### config.mk
export PLATFORM = sky130hd
export DESIGN_NAME = sound_classifier
export DESIGN_NICKNAME = d
export VERILOG_FILES = /design/src/verilog/sound_classifier_pkg.sv /design/src/verilog/activity_tracker.sv /design/src/verilog/band_decode.sv /design/src/verilog/band_peak.sv /design/src/verilog/sound_classifier.sv
export SDC_FILE = /design/constraint.sdc
export NUM_CORES = 2
export LEC_CHECK = 0
export ABC_AREA = 1
export BUFFER_PORTS_ARGS = -buffer_cell sky130_fd_sc_hd__buf_2
export CELL_PAD_IN_SITES_DETAIL_PLACEMENT = 1
export CELL_PAD_IN_SITES_GLOBAL_PLACEMENT = 2
export CORE_ASPECT_RATIO = 1.1
export CORE_MARGIN = 2
export CORE_UTILIZATION = 32
export CTS_CLUSTER_DIAMETER = 100
export DETAILED_ROUTE_END_ITERATION = 16
export GPL_TIMING_DRIVEN = 0
export PLACE_DENSITY = 0.78
export SYNTH_ARGS = -nofsm -noshare
export SYNTH_HDL_FRONTEND = slang
export SYNTH_HIERARCHICAL = 1
export SYNTH_SLANG_ARGS = --single-unit
### constraint.sdc
create_clock -name clk -period 49.4 [get_ports clk]
set_input_delay 2.47 -clock clk [delete_from_list [all_inputs] [get_ports clk]]
set_output_delay 2.47 -clock clk [all_outputs]
set_load 0.01 [all_outputs]
### src/verilog/sound_classifier_pkg.sv
package sound_classifier_pkg;

  // frame geometry
  localparam int N_BINS    = 32;
  localparam int MAG_W     = 16;
  localparam int BIN_IDX_W = $clog2(N_BINS);
  localparam int FRAME_W   = N_BINS * MAG_W;

  // width of the per-frame counters, wide enough for every limit below
  localparam int COUNT_W = 4;

  // one magnitude, also used for the detection threshold
  typedef logic [MAG_W-1:0] mag_t;

  // index of one bin, used for the band cutoffs
  typedef logic [BIN_IDX_W-1:0] bin_idx_t;

  // one enable bit per bin
  typedef logic [N_BINS-1:0] bin_mask_t;

  // whole frame, bin i sits in bits i*MAG_W +: MAG_W
  typedef logic [FRAME_W-1:0] frame_t;

  // on, off and hold counters
  typedef logic [COUNT_W-1:0] frame_count_t;

  // detected frames in a row before sound starts
  localparam frame_count_t ON_FRAMES = 4'd3;

  // undetected frames in a row before sound ends
  localparam frame_count_t OFF_FRAMES = 4'd6;

  // frames the output stays up after sound ends
  localparam frame_count_t HOLD_FRAMES = 4'd4;

  typedef enum logic {
    SILENT,
    SOUNDING
  } activity_state_t;

endpackage
### src/verilog/activity_tracker.sv
`timescale 1ns/1ns

module activity_tracker (
  input  logic clk,
  input  logic reset,
  input  logic detect_val,
  input  logic detected,
  output logic send_val,
  output logic send_msg
);

  sound_classifier_pkg::activity_state_t state;
  sound_classifier_pkg::activity_state_t state_next;

  sound_classifier_pkg::frame_count_t on_count;
  sound_classifier_pkg::frame_count_t off_count;
  sound_classifier_pkg::frame_count_t hold_count;

  sound_classifier_pkg::frame_count_t on_next;
  sound_classifier_pkg::frame_count_t off_next;
  sound_classifier_pkg::frame_count_t hold_next;

  logic on_hit;
  logic off_hit;
  logic curr_sound;
  logic msg_next;

  // run counters, a detected frame clears the off run and vice versa
  always_comb begin
    if (detected) begin
      off_next = '0;
      if (on_count == sound_classifier_pkg::ON_FRAMES) begin
        on_next = on_count;  // saturate
      end else begin
        on_next = on_count + sound_classifier_pkg::frame_count_t'(1);
      end
    end else begin
      on_next = '0;
      if (off_count == sound_classifier_pkg::OFF_FRAMES) begin
        off_next = off_count;
      end else begin
        off_next = off_count + sound_classifier_pkg::frame_count_t'(1);
      end
    end
  end

  assign on_hit  = (on_next == sound_classifier_pkg::ON_FRAMES);
  assign off_hit = (off_next == sound_classifier_pkg::OFF_FRAMES);

  // sound this frame, using the state before the update
  assign curr_sound = ((state == sound_classifier_pkg::SOUNDING) || on_hit) && !off_hit;

  // old hold count stretches the flag past the end of sound
  assign msg_next = curr_sound || (hold_count != '0);

  always_comb begin
    state_next = state;
    if (on_hit) begin
      state_next = sound_classifier_pkg::SOUNDING;
    end else if (off_hit) begin
      state_next = sound_classifier_pkg::SILENT;
    end
  end

  always_comb begin
    if (curr_sound) begin
      hold_next = sound_classifier_pkg::HOLD_FRAMES;
    end else if (hold_count != '0) begin
      hold_next = hold_count - sound_classifier_pkg::frame_count_t'(1);
    end else begin
      hold_next = hold_count;
    end
  end

  // everything advances once per frame result
  always_ff @(posedge clk) begin
    if (reset) begin
      state      <= sound_classifier_pkg::SILENT;
      on_count   <= '0;
      off_count  <= '0;
      hold_count <= '0;
      send_val   <= 1'b0;
      send_msg   <= 1'b0;
    end else begin
      send_val <= detect_val;
      if (detect_val) begin
        state      <= state_next;
        on_count   <= on_next;
        off_count  <= off_next;
        hold_count <= hold_next;
        send_msg   <= msg_next;
      end
    end
  end

  // runs are exclusive across frames
  assert property (@(posedge clk) disable iff (reset)
    !((on_count != '0) && (off_count != '0)));

  assert property (@(posedge clk) disable iff (reset)
    send_val |-> $past(detect_val));

endmodule

### src/verilog/band_decode.sv
`timescale 1ns/1ns

module band_decode (
  input  logic                            clk,
  input  logic                            reset,
  input  logic                            cutoff_low_val,
  input  logic                            cutoff_high_val,
  input  logic                            threshold_val,
  input  sound_classifier_pkg::bin_idx_t  cutoff_low_msg,
  input  sound_classifier_pkg::bin_idx_t  cutoff_high_msg,
  input  sound_classifier_pkg::mag_t      threshold_msg,
  output sound_classifier_pkg::bin_mask_t band_mask,
  output sound_classifier_pkg::mag_t      threshold
);

  sound_classifier_pkg::bin_idx_t  cutoff_low;
  sound_classifier_pkg::bin_idx_t  cutoff_high;
  sound_classifier_pkg::bin_mask_t mask_next;

  // reset leaves an empty band (low above high) so the mask decodes to zero
  always_ff @(posedge clk) begin
    if (reset) begin
      cutoff_low  <= '1;
      cutoff_high <= '0;
      threshold   <= '0;
    end else begin
      if (cutoff_low_val) begin
        cutoff_low <= cutoff_low_msg;
      end
      if (cutoff_high_val) begin
        cutoff_high <= cutoff_high_msg;
      end
      if (threshold_val) begin
        threshold <= threshold_msg;
      end
    end
  end

  // bin i passes when low <= i <= high
  always_comb begin
    for (int i = 0; i < sound_classifier_pkg::N_BINS; i++) begin
      mask_next[i] = (sound_classifier_pkg::bin_idx_t'(i) >= cutoff_low) &&
                     (sound_classifier_pkg::bin_idx_t'(i) <= cutoff_high);
    end
  end

  always_ff @(posedge clk) begin
    if (reset) begin
      band_mask <= '0;
    end else begin
      band_mask <= mask_next;  // one cycle behind the cutoff registers
    end
  end

  // empty band after reset holds through the first decode
  assert property (@(posedge clk) reset |=> ##1 (band_mask == '0));

endmodule

### src/verilog/band_peak.sv
`timescale 1ns/1ns

module band_peak (
  input  logic                            clk,
  input  logic                            reset,
  input  logic                            recv_val,
  input  sound_classifier_pkg::frame_t    recv_msg,
  input  sound_classifier_pkg::bin_mask_t band_mask,
  input  sound_classifier_pkg::mag_t      threshold,
  output logic                            detect_val,
  output logic                            detected
);

  // captured frame and its one-cycle valid
  sound_classifier_pkg::frame_t frame_q;
  logic                         frame_val;

  // largest in-band magnitude of the captured frame
  sound_classifier_pkg::mag_t peak;

  always_ff @(posedge clk) begin
    if (recv_val) begin
      frame_q <= recv_msg;
    end
  end

  always_ff @(posedge clk) begin
    if (reset) begin
      frame_val <= 1'b0;
    end else begin
      frame_val <= recv_val;
    end
  end

  // running maximum over the bins
  // a masked-out bin counts as zero, so an empty band gives a peak of 0
  always_comb begin
    sound_classifier_pkg::mag_t bin_mag;

    peak = '0;
    for (int i = 0; i < sound_classifier_pkg::N_BINS; i++) begin
      if (band_mask[i]) begin
        bin_mag = frame_q[i*sound_classifier_pkg::MAG_W +: sound_classifier_pkg::MAG_W];
      end else begin
        bin_mag = '0;
      end
      if (bin_mag > peak) begin
        peak = bin_mag;
      end
    end
  end

  always_ff @(posedge clk) begin
    if (reset) begin
      detect_val <= 1'b0;
      detected   <= 1'b0;
    end else begin
      detect_val <= frame_val;
      if (frame_val) begin
        detected <= (peak > threshold);  // strictly above, equal is not sound
      end
    end
  end

  // every accepted frame yields a compare result two edges later, and only then
  assert property (@(posedge clk) disable iff (reset)
    recv_val |=> ##1 detect_val);

  assert property (@(posedge clk) disable iff (reset)
    detect_val |-> $past(recv_val, 2));

endmodule

### src/verilog/sound_classifier.sv
`timescale 1ns/1ns

module sound_classifier (
  input  logic                           clk,
  input  logic                           reset,
  input  logic                           recv_val,
  input  sound_classifier_pkg::frame_t   recv_msg,
  input  logic                           cutoff_low_val,
  input  sound_classifier_pkg::bin_idx_t cutoff_low_msg,
  input  logic                           cutoff_high_val,
  input  sound_classifier_pkg::bin_idx_t cutoff_high_msg,
  input  logic                           threshold_val,
  input  sound_classifier_pkg::mag_t     threshold_msg,
  output logic                           send_val,
  output logic                           send_msg
);

  sound_classifier_pkg::bin_mask_t band_mask;
  sound_classifier_pkg::mag_t      threshold;

  logic detect_val;
  logic detected;

  // decode: band configuration to bin mask
  band_decode i_band_decode (
    .clk             (clk),
    .reset           (reset),
    .cutoff_low_val  (cutoff_low_val),
    .cutoff_high_val (cutoff_high_val),
    .threshold_val   (threshold_val),
    .cutoff_low_msg  (cutoff_low_msg),
    .cutoff_high_msg (cutoff_high_msg),
    .threshold_msg   (threshold_msg),
    .band_mask       (band_mask),
    .threshold       (threshold)
  );

  // execute: capture, band peak, compare
  band_peak i_band_peak (
    .clk        (clk),
    .reset      (reset),
    .recv_val   (recv_val),
    .recv_msg   (recv_msg),
    .band_mask  (band_mask),
    .threshold  (threshold),
    .detect_val (detect_val),
    .detected   (detected)
  );

  // result: onset, release and hold
  activity_tracker i_activity_tracker (
    .clk        (clk),
    .reset      (reset),
    .detect_val (detect_val),
    .detected   (detected),
    .send_val   (send_val),
    .send_msg   (send_msg)
  );

endmodule

==> results by group <==
Flow run
  • Max cap viols: 0

Place
  • Placed Instances: 7119
  • Dpl hpwl: 110.4 mm
  • Placed Area: 45420 µm²
  • Count of input and output buffers: ~540
  • Placer Congestion: roughly 0.87

GRT
  • First-pass GRT wire length: 211.4 mm
  • Vias in the first global route: 38380
  • Largest net degree at the start of global routing: 125
  • Grt ovf: 0
  • Overall routing resource usage: 0.2121
  • Initial antenna violation count: 32

Layout
  • Final Core Density: 0.4665
  • Share of layout cells above drive strength 1: 0.3728
  • Non-Filler Instances: 7692
  • Most frequent cells in the layout: nand2_1 (1371), inv_1 (603), buf_2 (547)
  • Final Cell Area: 58260 µm²
  • Area growth syn-to-layout: 44.56%
  • Commonest non-fill, non-tap cell in the layout: nand2_1
  • # fillers: 14480
  • Nets@finish: approximately 7000

STA
  • Pins Over Slew Limit: 0
  • Worst-margin pin slew: about 0.66 ns
  • Clock skew: 0.02584 ns
  • Setup WS post-layout: -1.832 ns
  • Relative slew slack: 0.5591
  • Tmin final: 51.23 ns
  • Hold Fails Final Rpt: 0
  • # setup viols final: 1
  • RSZ-0062 raised after global routing: true
  • Part of the cycle the worst path needs: 1.037
  • Max Freq: 0.01952 GHz

Worst setup path
  • Crit start category: register
  • Crit path max fanout: 10
  • CP Buf/Inv Count: 68
  • Top delay family on crit path: simple AND/OR/NAND/NOR gates
  • CP peak stage delay: 0.58 ns
  • Critical path class: register to register
  • Req. time, crit path: 49.94 ns
  • Crit path max-delay cell type: or4_4
  • CP most frequent cell: nand2_2
  • Crit end category: register
  • Worst Path Arrival: 51.77 ns
  • Setup slack, reg-to-reg: -1.83 ns

Status
  • Status: complete, but fails checks
  • Failing checks: setup timing

Logic synthesis
  • Post-synth ARST share: 0
  • Cell taking the most area after synthesis: edfxtp_1
  • Count of cell types in the netlist: 57
  • Synthesized cell area: 40300 µm²
  • Average size of a mapped cell: 8.202 µm²
  • Ys flop type: edfxtp_1
  • Register bit total from synthesis: 588
  • Yosys warns: 6
  • Post-synth EDFFs: ~500
  • Syn nets: 5919
  • Top-area cell type share of the netlist area: 0.3815
  • Cell count after synthesis: 4914
  • Largest cells by area after synthesis: edfxtp_1 (38%), ha_1 (14%), nand2_1 (14%), inv_1 (5.8%), o21ai_0 (5.3%)
  • Seq/Total Area, Yosys: 0.4192

Clock network
  • CTS max path bufs: 3
  • TritonCTS clock tree: built
  • H-tree levels: 3
  • Clk Tree Root Cell: clkbuf_16
  • Clock sinks: approximately 590
  • Clk_lat worst skew: around 0.66 ns
  • CTS Hold Bufs: 0
  • CTS Buf Count: 74
  • Clk slew on worst S/H paths: 0.06 ns

Floorplanning
  • Core Box Area: 124900 µm²
  • Starting density of the core: 0.3227
  • Die ar.: 128800 µm²
  • I/O Pins: 546
  • Num rows: 136
  • Chip width: 342.4 µm
  • Die height: approximately 380 µm

Route
  • Routed vias: 37740
  • Average wire per standard cell: 19.60 µm
  • # DRC: 0
  • Drt via density: 4.907
  • Wirelength, routed: 150.8 mm
  • 1st-iter DRT viols: 1637
  • Drt pass-1 iters: 5
  • Detail Route Antenna Nets: 0

Hold path
  • Hold Crit Class: register to register
[timing repair]
action,CTS,global route
resized for setup,634,928
setup endpoints to repair,1,1
setup buffers,205,178
pin swaps,239,477
endpoints found under the hold margin,0,0
cloned,2,56
[synthesized netlist by cell type (9+ instances only)]
cell type and number:
o21ai_1 31, and3_1 15, o221a_2 9, clkbuf_8 24, o21ai_0 430, a211oi_1 42, nor2_2 23, edfxtp_1 512
nand3_2 14, inv_2 31, nand2_4 19, nor2_1 207, nand3_1 248, nand4_1 55, and2_1 14, a2111oi_0 11
nand2_2 95, nand2_1 1521, nand3b_1 14, dfxtp_1 76, a21oi_1 179, nor3_1 23, o21bai_1 28, ha_1 461
buf_6 25, buf_4 22, inv_1 626, clkbuf_1 90
[cell families after synthesis]
kind of cell	after synthesis	synth area share
simple gates	2276	0.2435
fa+ha+maj	461	0.1431
flops	588	0.4192
xor+xnor	5	0.001087
buf+inv	829	0.09065
compound gates	755	0.1025
[layout make-up]
| type | count | area, µm² | area share |
|---|---|---|---|
| multi-input combinational | 3497 | 25170 | 0.4319 |
| buffer | 167 | 2340 | 0.04016 |
| inverter | 660 | 2489 | 0.04271 |
| sequential | 588 | 16900 | 0.2901 |
| tap | 1656 | 2072 | 0.03556 |
| clock inverter | 44 | 570.5 | 0.009792 |
| timing repair buffer | 986 | 6792 | 0.1166 |
| clock buffer | 82 | 1903 | 0.03266 |
| antenna | 12 | 30.03 | 0.0005154 |
[sequential cells by signal, indices dropped and copies added (netlist names), 4 cells and up]
name and flops:
i_band_decode/band_mask 32, i_activity_tracker/off_count 4, i_band_peak/frame_q 512, i_activity_tracker/hold_count 4, i_band_decode/cutoff_high 5, i_band_decode/cutoff_low 5
i_activity_tracker/on_count 4, i_band_decode/threshold 16
[worst reg2reg max path: cells and delay by family, from the launching register on]
| kind | cells | cell delay [ns] |
|---|---|---|
| adders and majority gates | 32 | 8.79 |
| AOI/OAI and AO/OA | 67 | 9.53 |
| and+or+nand+nor | 167 | 22.74 |
| buffers and inverters | 68 | 9.70 |
| DFF | 1 | 0.40 |
[worst paths after layout]
| path | from | end | depth (start not counted) |
|---|---|---|---|
| max | i_band_decode/band_mask[1] | i_band_peak/detected | 334 |
| min | i_band_peak/frame_val | i_band_peak/detected | 2 |
| min reg2reg | i_band_peak/frame_val | i_band_peak/detected | 2 |
| max reg2reg | i_band_decode/band_mask[1] | i_band_peak/detected | 334 |
[stage by stage]
stage	worst slack, ns	setup TNS, ns	hold slack [ns]
2_1_floorplan	0.04505	0	0.4244
3_3_place_gp	-14.11	-14.11	0.4416
3_5_place_dp	-14.49	-14.49	0.4506
4_1_cts	-4.052	-4.052	0.4546
5_1_grt	-4.568	-4.568	0.4802
6_report	-1.832	-1.832	0.4638
[per-layer routing]
metal,routed length [µm],global-route usage
met1,61340,0.2565
met2,76900,0.3746
met3,7369,0.03667
met4,5041,0.07820
met5,127,0
Power is left out: the tool's default activity adds up to more than one toggle a clock period on the data nets, which glitch-free logic cannot reach.
